==> src/design/wbc_pkg.sv <==
/*
 * Sizes and message formats shared by the writeback and commit stage.
 * The design modules and the testbench take their types from this package.
 */
`default_nettype none

package wbc_pkg;

  // --------------------------------------------------
  // Sizes
  // --------------------------------------------------

  // Execute pipes feeding the stage
  localparam int num_pipes = 2;

  // Pipe index width, at least one bit
  localparam int pipe_bits = (num_pipes > 1) ? $clog2(num_pipes) : 1;

  // Datapath widths
  localparam int addr_bits = 32;
  localparam int data_bits = 32;
  localparam int seq_bits  = 8;

  // Reorder buffer, indexed by low sequence bits
  localparam int rob_depth    = 16;
  localparam int rob_idx_bits = 4;

  // Architectural registers
  localparam int reg_addr_bits = 5;
  localparam int num_regs      = 2 ** reg_addr_bits;

  // --------------------------------------------------
  // Messages
  // --------------------------------------------------

  // Result from an execute pipe, 78 bits
  typedef struct packed {
    logic [addr_bits-1:0]     pc;
    logic [seq_bits-1:0]      seq_num;
    logic [reg_addr_bits-1:0] waddr;
    logic [data_bits-1:0]     wdata;
    logic                     wen;
  } x_w_msg_t;

  // Completion broadcast, no pc, 46 bits
  typedef struct packed {
    logic [seq_bits-1:0]      seq_num;
    logic [reg_addr_bits-1:0] waddr;
    logic [data_bits-1:0]     wdata;
    logic                     wen;
  } complete_msg_t;

  // Commit broadcast
  // Same layout as the execute result
  typedef struct packed {
    logic [addr_bits-1:0]     pc;
    logic [seq_bits-1:0]      seq_num;
    logic [reg_addr_bits-1:0] waddr;
    logic [data_bits-1:0]     wdata;
    logic                     wen;
  } commit_msg_t;

endpackage

`default_nettype wire

==> src/design/writeback_select.sv <==
/*
 * Round-robin acceptance of execute results, one per cycle.
 * The winner is registered onto the completion outputs the next cycle,
 * with its pc on a side output for the reorder buffer.
 */
`timescale 1ns/1ns
`default_nettype none

module writeback_select (
  input  logic                                 clk,
  input  logic                                 rst_n,
  input  wbc_pkg::x_w_msg_t                    x_w_msg [wbc_pkg::num_pipes],
  input  logic [wbc_pkg::num_pipes-1:0]        x_w_val,
  output logic [wbc_pkg::num_pipes-1:0]        x_w_rdy,
  output logic                                 complete_val,
  output wbc_pkg::complete_msg_t               complete_msg,
  output logic [wbc_pkg::addr_bits-1:0]        complete_pc
);

  import wbc_pkg::*;

  // --------------------------------------------------
  // Arbitration
  // --------------------------------------------------

  // Pipe with first priority this cycle
  logic [pipe_bits-1:0] rr_ptr;

  // Winner of this cycle
  logic                 grant_found;
  logic [pipe_bits-1:0] grant_idx;
  logic [pipe_bits-1:0] next_ptr;

  // Message of the winning pipe
  x_w_msg_t             sel_msg;

  // Scan from the pointer, wrapping around
  always_comb begin
    grant_found = 1'b0;
    grant_idx   = '0;
    for (int k = 0; k < num_pipes; k++) begin
      int                   cand_sum;
      logic [pipe_bits-1:0] cand;
      cand_sum = int'(rr_ptr) + k;
      if (cand_sum >= num_pipes) begin
        cand_sum = cand_sum - num_pipes;
      end
      cand = pipe_bits'(cand_sum);
      if (!grant_found && x_w_val[cand]) begin
        grant_found = 1'b1;
        grant_idx   = cand;
      end
    end
  end

  // Only the winner sees rdy
  always_comb begin
    x_w_rdy            = '0;
    x_w_rdy[grant_idx] = grant_found;
  end

  // Pointer moves past the winner
  always_comb begin
    if (grant_idx == pipe_bits'(num_pipes - 1)) begin
      next_ptr = '0;
    end else begin
      next_ptr = grant_idx + 1'b1;
    end
  end

  assign sel_msg = x_w_msg[grant_idx];

  // --------------------------------------------------
  // Control state
  // --------------------------------------------------

  always_ff @(posedge clk or negedge rst_n) begin
    if (!rst_n) begin
      rr_ptr       <= '0;
      complete_val <= 1'b0;
    end else begin
      // Strobe only on an accepting edge
      complete_val <= grant_found;
      if (grant_found) begin
        rr_ptr <= next_ptr;
      end
    end
  end

  // --------------------------------------------------
  // Completion payload
  // --------------------------------------------------

  // Held between acceptances, qualified by complete_val
  always_ff @(posedge clk) begin
    if (grant_found) begin
      complete_msg.seq_num <= sel_msg.seq_num;
      complete_msg.waddr   <= sel_msg.waddr;
      complete_msg.wdata   <= sel_msg.wdata;
      complete_msg.wen     <= sel_msg.wen;
      // pc goes to the reorder buffer only
      complete_pc          <= sel_msg.pc;
    end
  end

endmodule

`default_nettype wire

==> src/design/reorder_buffer.sv <==
/*
 * Reorder buffer holding completed results by sequence number.
 * Releases the oldest result once it is present, one per cycle,
 * as a registered commit strobe.
 */
`timescale 1ns/1ns
`default_nettype none

module reorder_buffer (
  input  logic                          clk,
  input  logic                          rst_n,
  input  logic                          complete_val,
  input  wbc_pkg::complete_msg_t        complete_msg,
  input  logic [wbc_pkg::addr_bits-1:0] complete_pc,
  output logic                          commit_val,
  output wbc_pkg::commit_msg_t          commit_msg
);

  import wbc_pkg::*;

  // --------------------------------------------------
  // Storage
  // --------------------------------------------------

  // Entry payload
  commit_msg_t          rob_data [rob_depth];

  // One valid bit per entry
  logic [rob_depth-1:0] rob_valid;

  // Sequence number of the oldest uncommitted result
  logic [seq_bits-1:0]  head_seq;

  // Entry slots
  logic [rob_idx_bits-1:0] head_idx;
  logic [rob_idx_bits-1:0] wr_idx;

  // Incoming entry, completion fields plus pc
  commit_msg_t          wr_entry;

  // Oldest result has completed
  logic                 head_ready;

  // --------------------------------------------------
  // Indexing
  // --------------------------------------------------

  // Low sequence bits pick the slot
  assign wr_idx   = complete_msg.seq_num[rob_idx_bits-1:0];
  assign head_idx = head_seq[rob_idx_bits-1:0];

  // No bypass, a result written this edge commits next cycle at the earliest
  assign head_ready = rob_valid[head_idx];

  always_comb begin
    wr_entry.pc      = complete_pc;
    wr_entry.seq_num = complete_msg.seq_num;
    wr_entry.waddr   = complete_msg.waddr;
    wr_entry.wdata   = complete_msg.wdata;
    wr_entry.wen     = complete_msg.wen;
  end

  // --------------------------------------------------
  // Entry write
  // --------------------------------------------------

  // Payload only, qualified by the valid bits
  always_ff @(posedge clk) begin
    if (complete_val) begin
      rob_data[wr_idx] <= wr_entry;
    end
  end

  // --------------------------------------------------
  // Valid bits and head
  // --------------------------------------------------

  always_ff @(posedge clk or negedge rst_n) begin
    if (!rst_n) begin
      rob_valid <= '0;
      head_seq  <= '0;
    end else begin
      // Retire the head
      if (head_ready) begin
        rob_valid[head_idx] <= 1'b0;
        head_seq            <= head_seq + 1'b1;
      end
      // Mark the new arrival
      // Slot differs from the head while in-flight count stays in range
      if (complete_val) begin
        rob_valid[wr_idx] <= 1'b1;
      end
    end
  end

  // --------------------------------------------------
  // Commit outputs
  // --------------------------------------------------

  always_ff @(posedge clk or negedge rst_n) begin
    if (!rst_n) begin
      commit_val <= 1'b0;
    end else begin
      // One-cycle strobe per retired entry
      commit_val <= head_ready;
    end
  end

  // Payload held until the next commit
  always_ff @(posedge clk) begin
    if (head_ready) begin
      commit_msg <= rob_data[head_idx];
    end
  end

endmodule

`default_nettype wire

==> src/design/arch_reg_file.sv <==
/*
 * Architectural register file, written by commit notifications.
 * One asynchronous read port; register zero is hardwired to zero.
 */
`timescale 1ns/1ns
`default_nettype none

module arch_reg_file (
  input  logic                              clk,
  input  logic                              rst_n,
  input  logic                              commit_val,
  input  wbc_pkg::commit_msg_t              commit_msg,
  input  logic [wbc_pkg::reg_addr_bits-1:0] rd_addr,
  output logic [wbc_pkg::data_bits-1:0]     rd_data
);

  import wbc_pkg::*;

  // Writable registers, x0 has no storage
  logic [data_bits-1:0] regs [1:num_regs-1];

  // Commit that really writes
  logic                 wr_en;

  // --------------------------------------------------
  // Write port
  // --------------------------------------------------

  assign wr_en = commit_val && commit_msg.wen && (commit_msg.waddr != '0);

  always_ff @(posedge clk or negedge rst_n) begin
    if (!rst_n) begin
      for (int i = 1; i < num_regs; i++) begin
        regs[i] <= '0;
      end
    end else if (wr_en) begin
      regs[commit_msg.waddr] <= commit_msg.wdata;
    end
  end

  // --------------------------------------------------
  // Read port
  // --------------------------------------------------

  // Combinational, new value visible the cycle after the write
  always_comb begin
    if (rd_addr == '0) begin
      rd_data = '0;
    end else begin
      rd_data = regs[rd_addr];
    end
  end

endmodule

`default_nettype wire

==> src/design/writeback_commit_top.sv <==
/*
 * Writeback and in-order commit stage.
 * Execute results enter through the select unit, wait in the reorder
 * buffer, and update the register file at commit.
 */
`timescale 1ns/1ns
`default_nettype none

module writeback_commit_top (
  input  logic                              clk,
  input  logic                              rst_n,
  input  wbc_pkg::x_w_msg_t                 x_w_msg [wbc_pkg::num_pipes],
  input  logic [wbc_pkg::num_pipes-1:0]     x_w_val,
  output logic [wbc_pkg::num_pipes-1:0]     x_w_rdy,
  output logic                              complete_val,
  output wbc_pkg::complete_msg_t            complete_msg,
  output logic                              commit_val,
  output wbc_pkg::commit_msg_t              commit_msg,
  input  logic [wbc_pkg::reg_addr_bits-1:0] rd_addr,
  output logic [wbc_pkg::data_bits-1:0]     rd_data
);

  import wbc_pkg::*;

  // pc travels beside the completion broadcast
  logic [addr_bits-1:0] complete_pc;

  // --------------------------------------------------
  // Pipe arbitration and completion
  // --------------------------------------------------

  writeback_select u_select (
    .clk          (clk),
    .rst_n        (rst_n),
    .x_w_msg      (x_w_msg),
    .x_w_val      (x_w_val),
    .x_w_rdy      (x_w_rdy),
    .complete_val (complete_val),
    .complete_msg (complete_msg),
    .complete_pc  (complete_pc)
  );

  // --------------------------------------------------
  // In-order commit
  // --------------------------------------------------

  reorder_buffer u_rob (
    .clk          (clk),
    .rst_n        (rst_n),
    .complete_val (complete_val),
    .complete_msg (complete_msg),
    .complete_pc  (complete_pc),
    .commit_val   (commit_val),
    .commit_msg   (commit_msg)
  );

  // Architectural state
  arch_reg_file u_regs (
    .clk        (clk),
    .rst_n      (rst_n),
    .commit_val (commit_val),
    .commit_msg (commit_msg),
    .rd_addr    (rd_addr),
    .rd_data    (rd_data)
  );

endmodule

`default_nettype wire

==> config.mk <==
export PLATFORM = sky130hd
export DESIGN_NAME = writeback_commit_top
export DESIGN_NICKNAME = d
export VERILOG_FILES = /design/src/design/wbc_pkg.sv /design/src/design/writeback_select.sv /design/src/design/reorder_buffer.sv /design/src/design/arch_reg_file.sv /design/src/design/writeback_commit_top.sv
export SDC_FILE = /design/constraint.sdc
export NUM_CORES = 2
export LEC_CHECK = 0
export BUFFER_PORTS_ARGS = -buffer_cell sky130_fd_sc_hd__buf_2
export CELL_PAD_IN_SITES_DETAIL_PLACEMENT = 1
export CELL_PAD_IN_SITES_GLOBAL_PLACEMENT = 2
export CORE_MARGIN = 3
export CORE_UTILIZATION = 52
export DETAILED_ROUTE_END_ITERATION = 8
export GPL_TIMING_DRIVEN = 0
export MAX_ROUTING_LAYER = met4
export PLACE_DENSITY_LB_ADDON = 0.1
export REMOVE_ABC_BUFFERS = 1
export SLEW_MARGIN = 40
export SYNTH_ARGS = -nofsm -noshare
export SYNTH_HDL_FRONTEND = slang
export SYNTH_HIERARCHICAL = 1
export SYNTH_SLANG_ARGS = --single-unit
==> constraint.sdc <==
create_clock -name clk -period 24.6 [get_ports clk]
set_input_delay 1.23 -clock clk [delete_from_list [all_inputs] [get_ports clk]]
set_output_delay 1.23 -clock clk [all_outputs]
set_load 0.01 [all_outputs]
* Word-level counts from Yosys, hierarchy flattened
Memory sizes are Yosys's and may differ from the RTL's. A register that Yosys moved wholly into a read port is not among the register bits. Index checks and enable logic that the tools add are counted.
Storage, ports and cells: bits in registers 1097, bits in writable memories 1248, input bits 165, output and inout bits 160, logic and storage cells 111, memories 1
Cells by class: $add $sub $neg 5, $lt $le $gt $ge 14, mux-type cells 33, bitwise logic cells 7, reduce and logical (&&, ||, !) cells 10
Memory list:
- u_rob.rob_data | depth 16, bits a word 78, read ports 1, clocked after Yosys merged registers in 1, write ports 1, RTL line reorder_buffer.sv:26 | commit_msg_t rob_data [rob_depth];
Operators with widths (number):
- bitwise mux 992 bit | 1
- 2-to-1 mux 78 bit | 3
- binary-select mux 32 bit (select 5 bit) | 1
- demux 32 bit (select 5 bit) | 1
- 2-to-1 mux 32 bit | 4
- 2-to-1 mux 16 bit | 2
- 2-to-1 mux 1 bit | 17
- AND 16 bit | 1
- inverter 16 bit | 1
- bitwise OR 16 bit | 1
- >= comparator 6 bit, second input constant | 2
- inverter 5 -> 6 bit | 2
- less-than comparator 4 x 5 -> 1 bit, second input constant | 2
- adder 8 x 1 -> 8 bit, second input constant | 1
- demux 1 bit (select 4 bit) | 2
- >= comparator 4 x 1 -> 1 bit, second input constant | 2
- logical AND 1 bit | 7
- less-than comparator 1 x 2 -> 1 bit, second input constant | 3
- less-than comparator 6 x 1 -> 1 bit, second input constant | 1
- zero test 5 bit | 1
- nonzero test 5 bit | 1
- binary-select mux 1 bit (select 4 bit) | 1
- >= comparator 2 bit, second input constant | 2
- adder 1 x 1 -> 2 bit, second input constant | 1
- 8 further kinds | 9

* Logic depth before layout (Yosys ltp)
word-level depth 13, mapped depth 9

* Modules after synthesis
The synthesis kept the hierarchy.
By module, submodules not included:
- reorder_buffer | times used 1, cells an instance 1921, area an instance 50251.9 µm²
- arch_reg_file | times used 1, cells an instance 3165, area an instance 45543.7 µm²
- writeback_select | times used 1, cells an instance 173, area an instance 3408.3 µm²

* Worst setup path after synthesis
Ideal clock, no wire load.
path type register to register, from reg, netlist name u_select/complete_msg[40], to mem u_rob/rob_data[0][0] in the netlist's numbering (enable), library setup time 0.709 ns, arrival 8.341 ns, data required time 23.891 ns, setup slack 15.550 ns, cell stages (with the launch flop) 3, path buffers 1, period minus slack after synthesis 9.050 ns, cells stage by stage edfxtp_1 clkbuf_1 nor4_1
RTL lines (RTL line):
- end: declaration | reorder_buffer.sv:26
Straight into the memory's write port.

* Worst setup path after layout
from in rd_addr[1] in the netlist's numbering, to out rd_data[31] in the netlist's numbering
On the way: cells in the longest elaborated chain, start to end 5, elaborated cells between the ends (all ways) 6, classes of those cells mux: 4; bitwise: 1; reduce/logical: 1
RTL lines:
- start: declaration | RTL line writeback_commit_top.sv:19 | input logic [wbc_pkg::reg_addr_bits-1:0] rd_addr,
- inverter 5 -> 6 bit (not written as such) | RTL line arch_reg_file.sv:50 | rd_data = regs[rd_addr];
- binary-select mux 32 bit (select 5 bit) | RTL line arch_reg_file.sv:50
- 2-to-1 mux 32 bit (not written as such) (2 in a row) | RTL line arch_reg_file.sv:50
- 2-to-1 mux 32 bit * | RTL line arch_reg_file.sv:47 | if (rd_addr == '0) begin
- end: declaration | RTL line writeback_commit_top.sv:20 | output logic [wbc_pkg::data_bits-1:0] rd_data
Mark *: on every way between the ends. The rest lies on a longest branch, timed or not. The select of a mux whose other input is x is not followed.

==> results.json <==
{
  "rrSetupSlack_ns": 20.80,
  "num_rows": 159,
  "r2r_end": "u_rob/rob_data[1][56]",
  "rsz0062_at_grt": "false",
  "async_flop_share_pct": 41.96,
  "cts_tree": "done",
  "clockBufferDepth": 3,
  "ff2ff_path_depth": 10,
  "hold_slack_ns": 0.1948,
  "finalCritPeriodShare_pct": 22.69,
  "worstPathArrival_ns": 4.35,
  "nNetsFinal": 6048,
  "pre_cts_ws_ns": 18.98,
  "cts_resized": 0,
  "cts_inserted_buffers": 240,
  "drcViolationCount": 0,
  "crit_path_cell_trace": "buf_8, buf_16, buf_16, nor2b_4, buf_16, buf_16, a221o_1, a21oi_1, nor4_2, buf_2",
  "worst_pin_slew_ns": 0.8155,
  "fin_cells": 8581,
  "first_global_vias": 56690,
  "io_pins": 325,
  "synthesis.area_sq_um": 99200,
  "hold_class": "in -> async",
  "grtUsageTotal_pct": 27.83,
  "vias": 52690,
  "layout_commonest_cell": "edfxtp_1",
  "start_kind": "input pin",
  "synth_area_leaders": "edfxtp_1, dfrtp_1, mux2_2",
  "die_h_um": 442.8,
  "crit_path_end_kind": "output port",
  "ys_types": 51,
  "dp.cells": 8126,
  "area_growth_pct": 17.58,
  "grt_max_degree": 104,
  "wl_per_cell_um": 30.68,
  "dp_hpwl_um": 175600,
  "crit_slowest_cell": "nor4_2",
  "ys_warn_count": 6,
  "status": "finished, final reports clean",
  "holdBufCountCts": 0,
  "utilization_pct": 61.79,
  "path_buf_inv": 6,
  "total_power_w": 0.01288,
  "dieArea_sq_um": 196100,
  "slew_headroom_pct": 45.63,
  "grt_overflow": 0,
  "crit_end": "rd_data[31]",
  "min_period_ns": 5.582,
  "clkLatencyLatePin_ns": 0.87,
  "avgViaCountPerCell": 6.140,
  "initial_utilization_pct": 52.55,
  "yosysTopAreaCellShare_pct": 42.50,
  "seqCellArea_sq_um": 67570,
  "slew_violations": 0,
  "crit_type": "in -> out",
  "synth_edf_count": 1404,
  "postSynthAreaPerCell_sq_um": 18.86,
  "layout_common_cells": "edfxtp_1, mux2_2, dfrtp_1",
  "path_depth": 10,
  "wl_um": 263300,
  "cap_violations": 0,
  "yosysSeqAreaShare_pct": 68.10,
  "yosysTopAreaCell": "edfxtp_1",
  "post_cts_buffers": 0,
  "setup_viol": 0,
  "critPathTopFamily": "buffers and inverters",
  "path_common_cell": "buf_16",
  "p_per_area_nw_per_um2": 110.4,
  "core_area_sq_um": 188800,
  "cts_root_buf": "clkbuf_16",
  "clk_pin_slew_ns": 0.06,
  "gp_congestion": 0.7096,
  "timing.rr.start": "u_select/complete_msg[38]",
  "fill_cells": 16030,
  "fmax_mhz": 179.1,
  "worst_slack_ns": 19.02,
  "ir_drop_mv": 0.1235,
  "synth-seq-cells": 2419,
  "final_layout_size_suffix_gt1_share_pct": 44.93,
  "drt-pass1-iter-count": 5,
  "portBuffers": 324,
  "antenna_found_initial": 10,
  "ys.flop_type": "edfxtp_1",
  "finalHoldViolations": 0,
  "critPathRequiredTime_ns": 23.37,
  "die-width_um": 442.8,
  "path_max_fanout": 49,
  "fin_skew_ns": 0.03851,
  "leakagePower_nw": 46.60,
  "critPathMaxStageDelay_ns": 0.68,
  "antenna_left": 0,
  "drt_iter0_drc": 4436,
  "multi_input_area_sq_um": 30020,
  "postSynthCellCount": 5259,
  "htreeDepth": 4,
  "clkSinkCount": 2419,
  "critPathLaunch": "rd_addr[1]",
  "grt_pass1_wl_um": 390300
}
-- stage by stage --
step | setup TNS [ns] | cell area, sq um
global placement | -23.83 | 101900
global route | 0 | 116600
CTS | 0 | 116600
floorplan | 0 | 97160
finish | 0 | 116600
detailed placement | 0 | 108700
-- cell type report --
cell class | instances | share of cell area, %
Antenna cell | 3 | 0.006436
Clock buffer | 345 | 5.845
Clock inverter | 101 | 0.8699
Inverter | 5 | 0.01609
Multi-Input combinational cell | 2419 | 25.74
Sequential cell | 2419 | 57.93
Tap cell | 2495 | 2.676
Timing Repair Buffer | 794 | 6.920
-- cell usage after synthesis, types with 5 or more instances --
library cell	count
edfxtp_1	1404
mux2_2	1020
dfrtp_1	1015
mux4_2	462
mux2i_1	320
clkbuf_1	185
buf_2	149
o22ai_1	128
nor3_1	72
mux2_1	45
mux2_4	40
buf_4	39
nor2b_1	38
nor4_1	35
a21oi_1	34
a211oi_1	32
a221o_1	32
a22oi_1	32
nand2_1	31
buf_1	23
nor2_1	19
buf_6	18
a21o_1	16
nand2b_1	10
nor2_2	7
nand3_1	6
inv_1	5
-- flip-flops by register name (all words and copies together) (netlist names) --
| register | flops |
|---|---|
| u_rob/rob_data | 1248 |
| u_regs/regs | 992 |
| u_rob/commit_msg | 78 |
| u_select/complete_msg | 46 |
| u_select/complete_pc | 32 |
| u_rob/rob_valid | 16 |
| u_rob/head_seq | 4 |
| u_rob/commit_val | 1 |
| u_select/complete_val | 1 |
| u_select/rr_ptr | 1 |
-- metal layers --
| metal | routed length [um] | vias up | global-route usage [%] |
|---|---|---|---|
| met1 | 109700 | 28740 | 36.67 |
| met4 | 7469 | 0 | 7.984 |
| met3 | 11470 | 434 | 3.493 |
| met5 | 0 | - | - |
| met2 | 134700 | 1505 | 46.00 |
| li1 | - | 22000 | - |
-- report_power, final --
part | internal (W) | total (W) | switching, W
Sequential | 0.00526 | 0.00585 | 0.000594
Clock | 0.00207 | 0.00362 | 0.00155
Combinational | 0.00179 | 0.00341 | 0.00162
Total | 0.00912 | 0.0129 | 0.00376
-- how the worst min path moves through the flow --
stage / start / slack (ns) / endpoint / depth (start not counted)
floorplan: u_regs/regs[600] / 0.45 / u_regs/regs[600] / 1
global placement: u_regs/regs[678] / 0.46 / u_regs/regs[678] / 1
detailed placement: u_regs/regs[399] / 0.48 / u_regs/regs[399] / 1
CTS: rst_n / 0.11 / u_regs/regs[499] / 1
global route: rst_n / 0.13 / u_regs/regs[435] / 1
finish: rst_n / 0.19 / u_regs/regs[499] / 1
-- cells by family (layout without fill, tap and decap cells) --
kind of cell	Yosys count	in the layout	synth area share, %
muxes	1887	1887	26.41
xor gates and xnor gates	2	2	0.02523
AOI/OAI and AO/OA	279	279	1.941
DFF	2419	2419	68.10
other	0	3	0
adders and majority gates	4	4	0.05045
and+or+nand+nor	247	247	1.392
buffers and inverters	421	1245	2.077
Note: power is estimated with default switching activity, not from simulation.
